==> src/source/rv_macros.svh <==
`ifndef RV_MACROS_SVH
`define RV_MACROS_SVH

// first fetch address after reset
`define RV_RESET_PC 32'h8000_0000

// addi x0, x0, 0
`define RV_NOP 32'h0000_0013

// major opcode field, inst[6:0]
`define RV_OP_LUI    7'b0110111
`define RV_OP_IMM    7'b0010011
`define RV_OP_REG    7'b0110011
`define RV_OP_LOAD   7'b0000011
`define RV_OP_STORE  7'b0100011
`define RV_OP_BRANCH 7'b1100011
`define RV_OP_JAL    7'b1101111

`endif

==> src/source/rv_pkg.sv <==
`include "rv_macros.svh"

package rv_pkg;

    typedef logic [31:0] word_t;
    typedef logic [31:0] addr_t;
    typedef logic [31:0] inst_t;
    typedef logic [4:0]  reg_addr_t;

    typedef enum logic [6:0] {
        op_lui     = `RV_OP_LUI,
        op_imm     = `RV_OP_IMM,
        op_reg     = `RV_OP_REG,
        op_load    = `RV_OP_LOAD,
        op_store   = `RV_OP_STORE,
        op_branch  = `RV_OP_BRANCH,
        op_jal     = `RV_OP_JAL,
        op_invalid = 7'b0000000
    } opcode_t;

    typedef enum logic [2:0] {
        alu_add,
        alu_sub,
        alu_and,
        alu_or,
        alu_xor,
        alu_slt,
        alu_pass_b
    } alu_op_t;

    typedef enum logic [1:0] {
        st_fetch,
        st_execute,
        st_memory,
        st_commit
    } state_t;

    typedef struct packed {
        opcode_t   opcode;
        alu_op_t   alu_op;
        reg_addr_t rs1;
        reg_addr_t rs2;
        reg_addr_t rd;
        word_t     imm;
        logic      reg_write;
    } dec_t;

endpackage

==> src/source/commit_if.sv <==
`timescale 1ns/100ps

interface commit_if;
    import rv_pkg::*;

    logic      valid;
    addr_t     pc;
    inst_t     inst;
    logic      wen;
    reg_addr_t wdest;
    word_t     wdata;

    modport source (
        output valid, pc, inst, wen, wdest, wdata
    );

    modport sink (
        input valid, pc, inst, wen, wdest, wdata
    );

endinterface

==> src/source/regfile.sv <==
`timescale 1ns/100ps

module regfile (
    input  logic              clk,
    input  logic              rst,
    input  rv_pkg::reg_addr_t raddr1,
    input  rv_pkg::reg_addr_t raddr2,
    output rv_pkg::word_t     rdata1,
    output rv_pkg::word_t     rdata2,
    input  logic              wen,
    input  rv_pkg::reg_addr_t waddr,
    input  rv_pkg::word_t     wdata
);
    import rv_pkg::*;

    // x0 has no storage
    word_t regs [31:1];

    always_ff @(posedge clk or posedge rst) begin
        if (rst) begin
            for (int i = 1; i < 32; i++) begin
                regs[i] <= '0;
            end
        end else if (wen && waddr != 5'd0) begin
            regs[waddr] <= wdata;
        end
    end

    assign rdata1 = (raddr1 == 5'd0) ? '0 : regs[raddr1];
    assign rdata2 = (raddr2 == 5'd0) ? '0 : regs[raddr2];

endmodule

==> src/source/exec_unit.sv <==
`timescale 1ns/100ps
`include "rv_macros.svh"

module exec_unit (
    input  rv_pkg::inst_t inst,
    input  rv_pkg::addr_t pc,
    input  rv_pkg::word_t rs1_val,
    input  rv_pkg::word_t rs2_val,
    output rv_pkg::dec_t  dec,
    output rv_pkg::word_t result,
    output rv_pkg::addr_t mem_addr,
    output rv_pkg::addr_t next_pc
);
    import rv_pkg::*;

    logic       supported;
    inst_t      ie;
    logic [2:0] funct3;
    logic [6:0] funct7;
    word_t      alu_b;
    word_t      alu_out;
    logic       taken;

    // anything outside the subset runs as a nop
    always_comb begin
        funct3 = inst[14:12];
        funct7 = inst[31:25];
        case (inst[6:0])
            op_lui, op_jal: supported = 1'b1;
            op_imm: supported = (funct3 == 3'b000);
            op_load, op_store: supported = (funct3 == 3'b010);
            op_branch: supported = (funct3 == 3'b000) || (funct3 == 3'b001);
            // shifts and sltu are left out of the subset
            op_reg: supported = (funct7 == 7'h00 && funct3 != 3'b001 &&
                                 funct3 != 3'b011 && funct3 != 3'b101) ||
                                (funct7 == 7'h20 && funct3 == 3'b000);
            default: supported = 1'b0;
        endcase
    end

    assign ie = supported ? inst : `RV_NOP;

    always_comb begin
        dec.rs1       = ie[19:15];
        dec.rs2       = ie[24:20];
        dec.rd        = ie[11:7];
        dec.alu_op    = alu_add;
        dec.imm       = {{20{ie[31]}}, ie[31:20]};
        dec.reg_write = 1'b0;
        case (ie[6:0])
            op_lui: begin
                dec.opcode    = op_lui;
                dec.alu_op    = alu_pass_b;
                dec.imm       = {ie[31:12], 12'b0};
                dec.reg_write = 1'b1;
            end
            op_imm: begin
                dec.opcode    = op_imm;
                dec.reg_write = 1'b1;
            end
            op_reg: begin
                dec.opcode    = op_reg;
                dec.reg_write = 1'b1;
                case (ie[14:12])
                    3'b111:  dec.alu_op = alu_and;
                    3'b110:  dec.alu_op = alu_or;
                    3'b100:  dec.alu_op = alu_xor;
                    3'b010:  dec.alu_op = alu_slt;
                    default: dec.alu_op = ie[30] ? alu_sub : alu_add;
                endcase
            end
            op_load: begin
                dec.opcode    = op_load;
                dec.reg_write = 1'b1;
            end
            op_store: begin
                dec.opcode = op_store;
                dec.imm    = {{20{ie[31]}}, ie[31:25], ie[11:7]};
            end
            op_branch: begin
                dec.opcode = op_branch;
                dec.imm    = {{19{ie[31]}}, ie[31], ie[7], ie[30:25], ie[11:8], 1'b0};
            end
            op_jal: begin
                dec.opcode    = op_jal;
                dec.imm       = {{11{ie[31]}}, ie[31], ie[19:12], ie[20], ie[30:21], 1'b0};
                dec.reg_write = 1'b1;
            end
            default: dec.opcode = op_invalid;
        endcase
        // rd of x0 never counts as a write
        if (dec.rd == 5'd0) begin
            dec.reg_write = 1'b0;
        end
    end

    assign alu_b = (dec.opcode == op_reg) ? rs2_val : dec.imm;

    always_comb begin
        case (dec.alu_op)
            alu_sub:    alu_out = rs1_val - alu_b;
            alu_and:    alu_out = rs1_val & alu_b;
            alu_or:     alu_out = rs1_val | alu_b;
            alu_xor:    alu_out = rs1_val ^ alu_b;
            alu_slt:    alu_out = {31'b0, $signed(rs1_val) < $signed(alu_b)};
            alu_pass_b: alu_out = alu_b;
            default:    alu_out = rs1_val + alu_b;
        endcase
    end

    // bne is funct3 001, beq is 000
    assign taken = (dec.opcode == op_jal) ||
                   (dec.opcode == op_branch && ((rs1_val == rs2_val) ^ ie[12]));

    assign result   = (dec.opcode == op_jal) ? pc + 32'd4 : alu_out;
    assign mem_addr = rs1_val + dec.imm;
    assign next_pc  = taken ? pc + dec.imm : pc + 32'd4;

endmodule

==> src/source/riscv.sv <==
`timescale 1ns/100ps
`include "rv_macros.svh"

module riscv (
    input  logic          clk,
    input  logic          rst,
    output logic          ireq_valid,
    output rv_pkg::addr_t ireq_addr,
    input  logic          iresp_ready,
    input  rv_pkg::inst_t iresp_data,
    output logic          dreq_valid,
    output logic          dreq_write,
    output rv_pkg::addr_t dreq_addr,
    output rv_pkg::word_t dreq_wdata,
    input  logic          dresp_ready,
    input  rv_pkg::word_t dresp_data,
    commit_if.source      trace
);
    import rv_pkg::*;

    state_t state;
    addr_t  pc;
    inst_t  inst;
    word_t  alu_res;
    addr_t  npc;
    word_t  load_data;

    dec_t   dec;
    word_t  rs1_val;
    word_t  rs2_val;
    word_t  result;
    addr_t  mem_addr;
    addr_t  next_pc;
    logic   is_mem;
    logic   rf_wen;
    word_t  wb_data;

    regfile u_regfile (
        .clk    (clk),
        .rst    (rst),
        .raddr1 (dec.rs1),
        .raddr2 (dec.rs2),
        .rdata1 (rs1_val),
        .rdata2 (rs2_val),
        .wen    (rf_wen),
        .waddr  (dec.rd),
        .wdata  (wb_data)
    );

    exec_unit u_exec_unit (
        .inst     (inst),
        .pc       (pc),
        .rs1_val  (rs1_val),
        .rs2_val  (rs2_val),
        .dec      (dec),
        .result   (result),
        .mem_addr (mem_addr),
        .next_pc  (next_pc)
    );

    assign is_mem = (dec.opcode == op_load) || (dec.opcode == op_store);

    always_ff @(posedge clk or posedge rst) begin
        if (rst) begin
            state      <= st_fetch;
            pc         <= `RV_RESET_PC;
            ireq_valid <= 1'b0;
            dreq_valid <= 1'b0;
        end else begin
            case (state)
                st_fetch: begin
                    // request held until the memory answers
                    if (ireq_valid && iresp_ready) begin
                        ireq_valid <= 1'b0;
                        state      <= st_execute;
                    end else begin
                        ireq_valid <= 1'b1;
                    end
                end
                st_execute: begin
                    if (is_mem) begin
                        dreq_valid <= 1'b1;
                        state      <= st_memory;
                    end else begin
                        state <= st_commit;
                    end
                end
                st_memory: begin
                    if (dresp_ready) begin
                        dreq_valid <= 1'b0;
                        state      <= st_commit;
                    end
                end
                default: begin
                    pc    <= npc;
                    state <= st_fetch;
                end
            endcase
        end
    end

    always_ff @(posedge clk) begin
        if (state == st_fetch && ireq_valid && iresp_ready) begin
            inst <= iresp_data;
        end
        if (state == st_execute) begin
            alu_res    <= result;
            npc        <= next_pc;
            dreq_write <= (dec.opcode == op_store);
            dreq_addr  <= mem_addr;
            dreq_wdata <= rs2_val;
        end
        if (state == st_memory && dresp_ready) begin
            load_data <= dresp_data;
        end
    end

    assign ireq_addr = pc;

    assign wb_data = (dec.opcode == op_load) ? load_data : alu_res;
    assign rf_wen  = (state == st_commit) && dec.reg_write;

    assign trace.valid = (state == st_commit);
    assign trace.pc    = pc;
    assign trace.inst  = inst;
    assign trace.wen   = rf_wen;
    assign trace.wdest = dec.rd;
    assign trace.wdata = wb_data;

endmodule

==> src/source/core.sv <==
`timescale 1ns/100ps

module core (
    input  logic              clk,
    input  logic              reset,
    output logic              ireq_valid,
    output rv_pkg::addr_t     ireq_addr,
    input  logic              iresp_ready,
    input  rv_pkg::inst_t     iresp_data,
    output logic              dreq_valid,
    output logic              dreq_write,
    output rv_pkg::addr_t     dreq_addr,
    output rv_pkg::word_t     dreq_wdata,
    input  logic              dresp_ready,
    input  rv_pkg::word_t     dresp_data,
    output logic              commit_valid,
    output rv_pkg::addr_t     commit_pc,
    output rv_pkg::inst_t     commit_inst,
    output logic              commit_wen,
    output rv_pkg::reg_addr_t commit_wdest,
    output rv_pkg::word_t     commit_wdata
);

    logic core_rst;

    commit_if trace_bus ();

    // processor stays in reset one clock past the external release
    always_ff @(posedge clk or posedge reset) begin
        if (reset) begin
            core_rst <= 1'b1;
        end else begin
            core_rst <= 1'b0;
        end
    end

    riscv u_riscv (
        .clk         (clk),
        .rst         (core_rst),
        .ireq_valid  (ireq_valid),
        .ireq_addr   (ireq_addr),
        .iresp_ready (iresp_ready),
        .iresp_data  (iresp_data),
        .dreq_valid  (dreq_valid),
        .dreq_write  (dreq_write),
        .dreq_addr   (dreq_addr),
        .dreq_wdata  (dreq_wdata),
        .dresp_ready (dresp_ready),
        .dresp_data  (dresp_data),
        .trace       (trace_bus.source)
    );

    assign commit_valid = trace_bus.valid;
    assign commit_pc    = trace_bus.pc;
    assign commit_inst  = trace_bus.inst;

    // write fields trail the commit record by one cycle for the checker
    always_ff @(posedge clk or posedge reset) begin
        if (reset) begin
            commit_wen   <= 1'b0;
            commit_wdest <= '0;
            commit_wdata <= '0;
        end else begin
            commit_wen   <= trace_bus.wen;
            commit_wdest <= trace_bus.wdest;
            commit_wdata <= trace_bus.wdata;
        end
    end

endmodule

==> config.mk <==
export PLATFORM = sky130hd
export DESIGN_NAME = core
export DESIGN_NICKNAME = d
export VERILOG_FILES = /design/src/source/rv_pkg.sv /design/src/source/commit_if.sv /design/src/source/regfile.sv /design/src/source/exec_unit.sv /design/src/source/riscv.sv /design/src/source/core.sv
export VERILOG_INCLUDE_DIRS = /design/src /design/src/source
export SDC_FILE = /design/constraint.sdc
export NUM_CORES = 2
export LEC_CHECK = 0
export ABC_CLOCK_PERIOD_IN_PS = 32700
export BUFFER_PORTS_ARGS = -buffer_cell sky130_fd_sc_hd__buf_2
export CORE_MARGIN = 4
export CORE_UTILIZATION = 55
export DETAILED_ROUTE_END_ITERATION = 6
export GPL_TIMING_DRIVEN = 0
export PLACE_DENSITY = 0.72
export SYNTH_ARGS = -nofsm -noshare
export SYNTH_HDL_FRONTEND = slang
export SYNTH_HIERARCHICAL = 1
export SYNTH_SLANG_ARGS = --single-unit
==> constraint.sdc <==
create_clock -name clk -period 32.7 [get_ports clk]
set_input_delay 3.27 -clock clk [delete_from_list [all_inputs] [get_ports clk]]
set_output_delay 3.27 -clock clk [all_outputs]
set_load 0.02 [all_outputs]
# Word-level counts from Yosys, hierarchy flattened
# Index checks and enable logic that the tools add are counted.
# word_totals
in_bits,68
ff_bits,1260
# op_classes
eq_ne,42
magnitude_cmp,5
mux,31
reduce_logical,30
n_addsub,5
n_bitwise,4
# ops
operator,n
$bwmux W992,1
$bmux W32 S5,2
$mux W32,10
$pmux W32 S6,1
$demux W32 S5,1
$pmux W31 S4,1
$add A32 B32 Y32,3
$eq A7 B6 Y1 const B,9
$pmux W7 S7,1
$eq A7 B7 Y1 const B,6
$add A32 B3 Y32 const B,1
$and A32 B32 Y32,1
$eq A32 B32 Y1,1
$lt A32 B32 Y1,1
$or A32 B32 Y32,1
$sub A32 B32 Y32,1
$xor A32 B32 Y32,1
$eq A7 B2 Y1 const B,3
$eq A3 B3 Y1 const B,6
$lt A5 B6 Y1 const B,3
$logic_not A5 Y1,3
$eq A7 B5 Y1 const B,2
$eq A3 B2 Y1 const B,4
$logic_and A1 B1 Y1,12
other kinds (28),42

# Logic depth before layout (Yosys ltp)
# depth
depth_word,15
depth_mapped,32
mapped_depth_nobuf,24

# Cells and area by module
# Netlist, hierarchy kept.
# modules_own_cells
module,cells_each,area_per_inst_um2,instances
regfile,4356,54597.4,1
exec_unit,1599,10359.9,1
riscv,366,8066.5,1
core,41,984.7,1

# Worst setup path before layout
# Ideal clock, no wire load.
# synth_path
path_kind,register -> register
startpoint,register u_riscv.inst[31] (netlist: u_riscv/trace.inst[31])
endpoint,"register u_riscv.alu_res[17], data pin"
stages_incl_launch_ff,28
setup_ns,0.261
required_ns,32.439
t_arrival_ns,6.434
path_slack_ns,26.005
path_cell_list,edfxtp_1 > or4_1 > o31a_1 > o21ai_2 > a31o_4 > clkbuf_1 > clkbuf_1 > and2_1 > buf_4 > nor2b_1 > buf_4 > buf_2 > clkbuf_1 > nand2_1 > nand4_1 > a211oi_1 > inv_1 > ha_1 > nor2_1 > o311a_1 > a31oi_1 > a21oi_1 > a31oi_1 > o21bai_1 > a21oi_1 > o221a_2 > a21oi_1 > o2bb2a_1
# synth_lines
element,line_no,source
from (decl),riscv.sv:23,inst_t inst;
from (signal assigned),riscv.sv:104,inst <= iresp_data;
to (signal assigned),riscv.sv:107,alu_res <= result;
to (decl),riscv.sv:24,word_t alu_res;

==> qor.csv <==
metric;value;unit
Sequential Power Share;39.8;%
DP HPWL;251;mm
drc violations;0;
P_int;0.00303;W
num ports;270;
max reg flops;992;
Worst Path Required;33.19;ns
via count;60900;
clock buffer depth;3;
Critical Path Fanout Max;10;
Placer Congestion;1.07;
status;finished with violations;
final WL;334;mm
# setup viols final;0;
RSZ-0062 raised after global routing;false;
HP Class;flop to async pin;
Pwr Total;0.00457;W
Clock transition at path regs;0.06;ns
Core Rows;134;
vias in the first global route;60000;
die area;140000;um^2
worst-margin pin slew;1.82;ns
hold buffers post-CTS;0;
Post-CTS Repair Setup Buffers;0;
drt wl/cell;38.4;um
f_max;0.0897;GHz
Max transition margin;-22.2;%
CTS root buffer;clkbuf_16;
Filler Cell Count;10800;
switching fraction of total power;33.8;%
Post-Syn Area;74000;um^2
Pwr per Cell Area;55.0;nW/um^2
Syn. warnings;6;
worst hold slack;0.183;ns
Post-CTS Resized;0;
clock power share;36.9;%
worst r2r path cells;27;
die height;375;um
fin nets;7033;
Setup CP Type;flop to flop;
Vias/cell;7.01;
first-pass GRT wire length;458;mm
Startpoint Class;flop;
peak supply drop;0.0713;mV
drt first-iter violations;8056;
initial antenna violation count;20;
dpl ws;22.36;ns
Layout Area Growth over Synthesis;12.4;%
failing checks;max-capacitance violations, max-slew violations;
Setup TNS Final;0;ns
max-slew violations;35;
H-tree depth;4;
CTS sink count;1260;
Post-Synthesis Cells;6358;
average cell area after synthesis;11.6;um^2
Most flops, register;u_riscv/u_regfile/regs;
Worst EP arrival;11.64;ns
Worst Slack Setup Final;21.55;ns
largest net degree at the start of global routing;129;
r2r endpoint;u_riscv/alu_res[0]$_DFFE_PN_;
Pre-antenna DRT Iters;7;
Total Routing Usage GR;46.4;%
CTS Buf Count;141;
Starting Density;55.4;%
Setup Skew;0.0341;ns
GR Overflow Total;0;
worst-skew pair later-pin latency;0.81;ns
layout cell share with drive strength beyond 1;30.8;%
P_leak;36.2;nW
Crit. End Element;flop;
combinational share of power;23.2;%
Net Sw Power;0.00155;W
R2R setup slack;21.55;ns
core area;134000;um^2
Die X;375;um
post-route ant nets;0;
final hold violations;0;
Critical R2R Launch;u_riscv/trace.inst[31]$_DFFE_PP_;
post-layout min period;11.15;ns
area occupied by registers;32500;um^2
Multi-input gate area;38300;um^2
Maximum Capacitance Violations;9;
CTS tree;done;
Final period util;34.1;%
IO buf count;269;
[power by group through the flow]
stage	clock, W	sequential (W)	combinational, W
final	0.00169	0.00182	0.00106
after CTS	0.00170	0.00182	0.00102
after global routing	0.00176	0.00183	0.00110
after detailed placement	0	0.00185	0.00102
after floorplan	0	0.00190	0.000508
after global placement	0	0.00186	0.000993
[how the worst max path moves through the flow]
stage | start | to | slack (ns) | depth (start not counted)
floorplan | core_rst$_DFF_PP1_ | u_riscv/u_regfile/regs[0]$_DFFE_PP0P_ | 4.55 | 1
CTS | u_riscv/trace.inst[31]$_DFFE_PP_ | u_riscv/alu_res[0]$_DFFE_PN_ | 22.33 | 25
global placement | core_rst$_DFF_PP1_ | u_riscv/u_regfile/regs[168]$_DFFE_PP0P_ | -6.68 | 1
global route | u_riscv/trace.inst[31]$_DFFE_PP_ | u_riscv/alu_res[0]$_DFFE_PN_ | 21.78 | 26
finish | u_riscv/trace.inst[31]$_DFFE_PP_ | u_riscv/alu_res[0]$_DFFE_PN_ | 21.55 | 27
detailed placement | u_riscv/trace.inst[31]$_DFFE_PP_ | u_riscv/alu_res[0]$_DFFE_PN_ | 22.36 | 25
[per-stage QoR]
stage | instance area (um^2) | std cells | utilization, %
after floorplan | 74000 | 6359 | -
after global placement | 77600 | 8396 | 58.0
after detailed placement | 78200 | 8419 | 58.5
after CTS | 83100 | 8675 | 62.2
after global routing | 83100 | 8678 | 62.2
final | 83100 | 8691 | 62.2
[final cells by class]
type	instances	share of cell area (%)
multi-input cells	4424	46.0
flip-flops and latches	1260	39.1
clock buffers	207	5.08
plain buffers	558	3.58
well taps	1768	2.66
repair buffers	295	2.17
clock inverters	49	0.816
inverters	117	0.537
diodes	13	0.0391
[layout by cell type (no fill, tap or decap), types with 59 or more instances in the layout]
cell type,count
inv_1,113
mux2_2,1071
nor2_1,262
a211oi_2,59
nor4_1,73
o21ai_0,95
buf_2,431
o22ai_1,204
mux2i_1,780
nand4_1,81
buf_4,121
nand2b_1,91
nand3_1,104
a22oi_1,70
nor3_1,96
a21oi_1,175
edfxtp_1,193
ha_1,163
a21o_1,60
nand2_1,306
xor2_1,75
a221o_1,62
clkbuf_16,146
dfrtp_1,1065
xnor2_1,60
clkbuf_1,261
[worst max-delay path: stages, from the launching register on]
cell and delay (ns):
edfxtp_1 0.61, or4_1 0.59, o31a_1 0.27, o21ai_2 0.19, a31o_4 0.31, clkbuf_1 0.36
clkbuf_1 0.44, and2_1 0.19, buf_4 0.27, nand2b_1 0.15, buf_2 0.31, clkbuf_1 0.91
o22ai_1 0.25, nor4_1 1.47, a211oi_2 0.47, a21o_1 0.35, inv_1 0.09, ha_1 0.12
clkbuf_1 0.31, inv_1 0.14, o21a_1 0.20, o22a_1 0.19, a41oi_1 0.63, o21ai_0 0.39
a31o_2 0.34, a31oi_1 0.51, nor3_1 0.13, a21oi_1 0.64
[layer usage]
metal	wire length [um]	share of wire (%)	GRT usage, %	vias up
li1	-	-	-	24400
met5	31	0.0093	0	-
met2	140000	42	67.6	4472
met4	37400	11	41.1	4
met3	42100	13	17.9	1473
met1	114000	34	53.1	30600
Note: power is estimated with default switching activity, not from simulation.
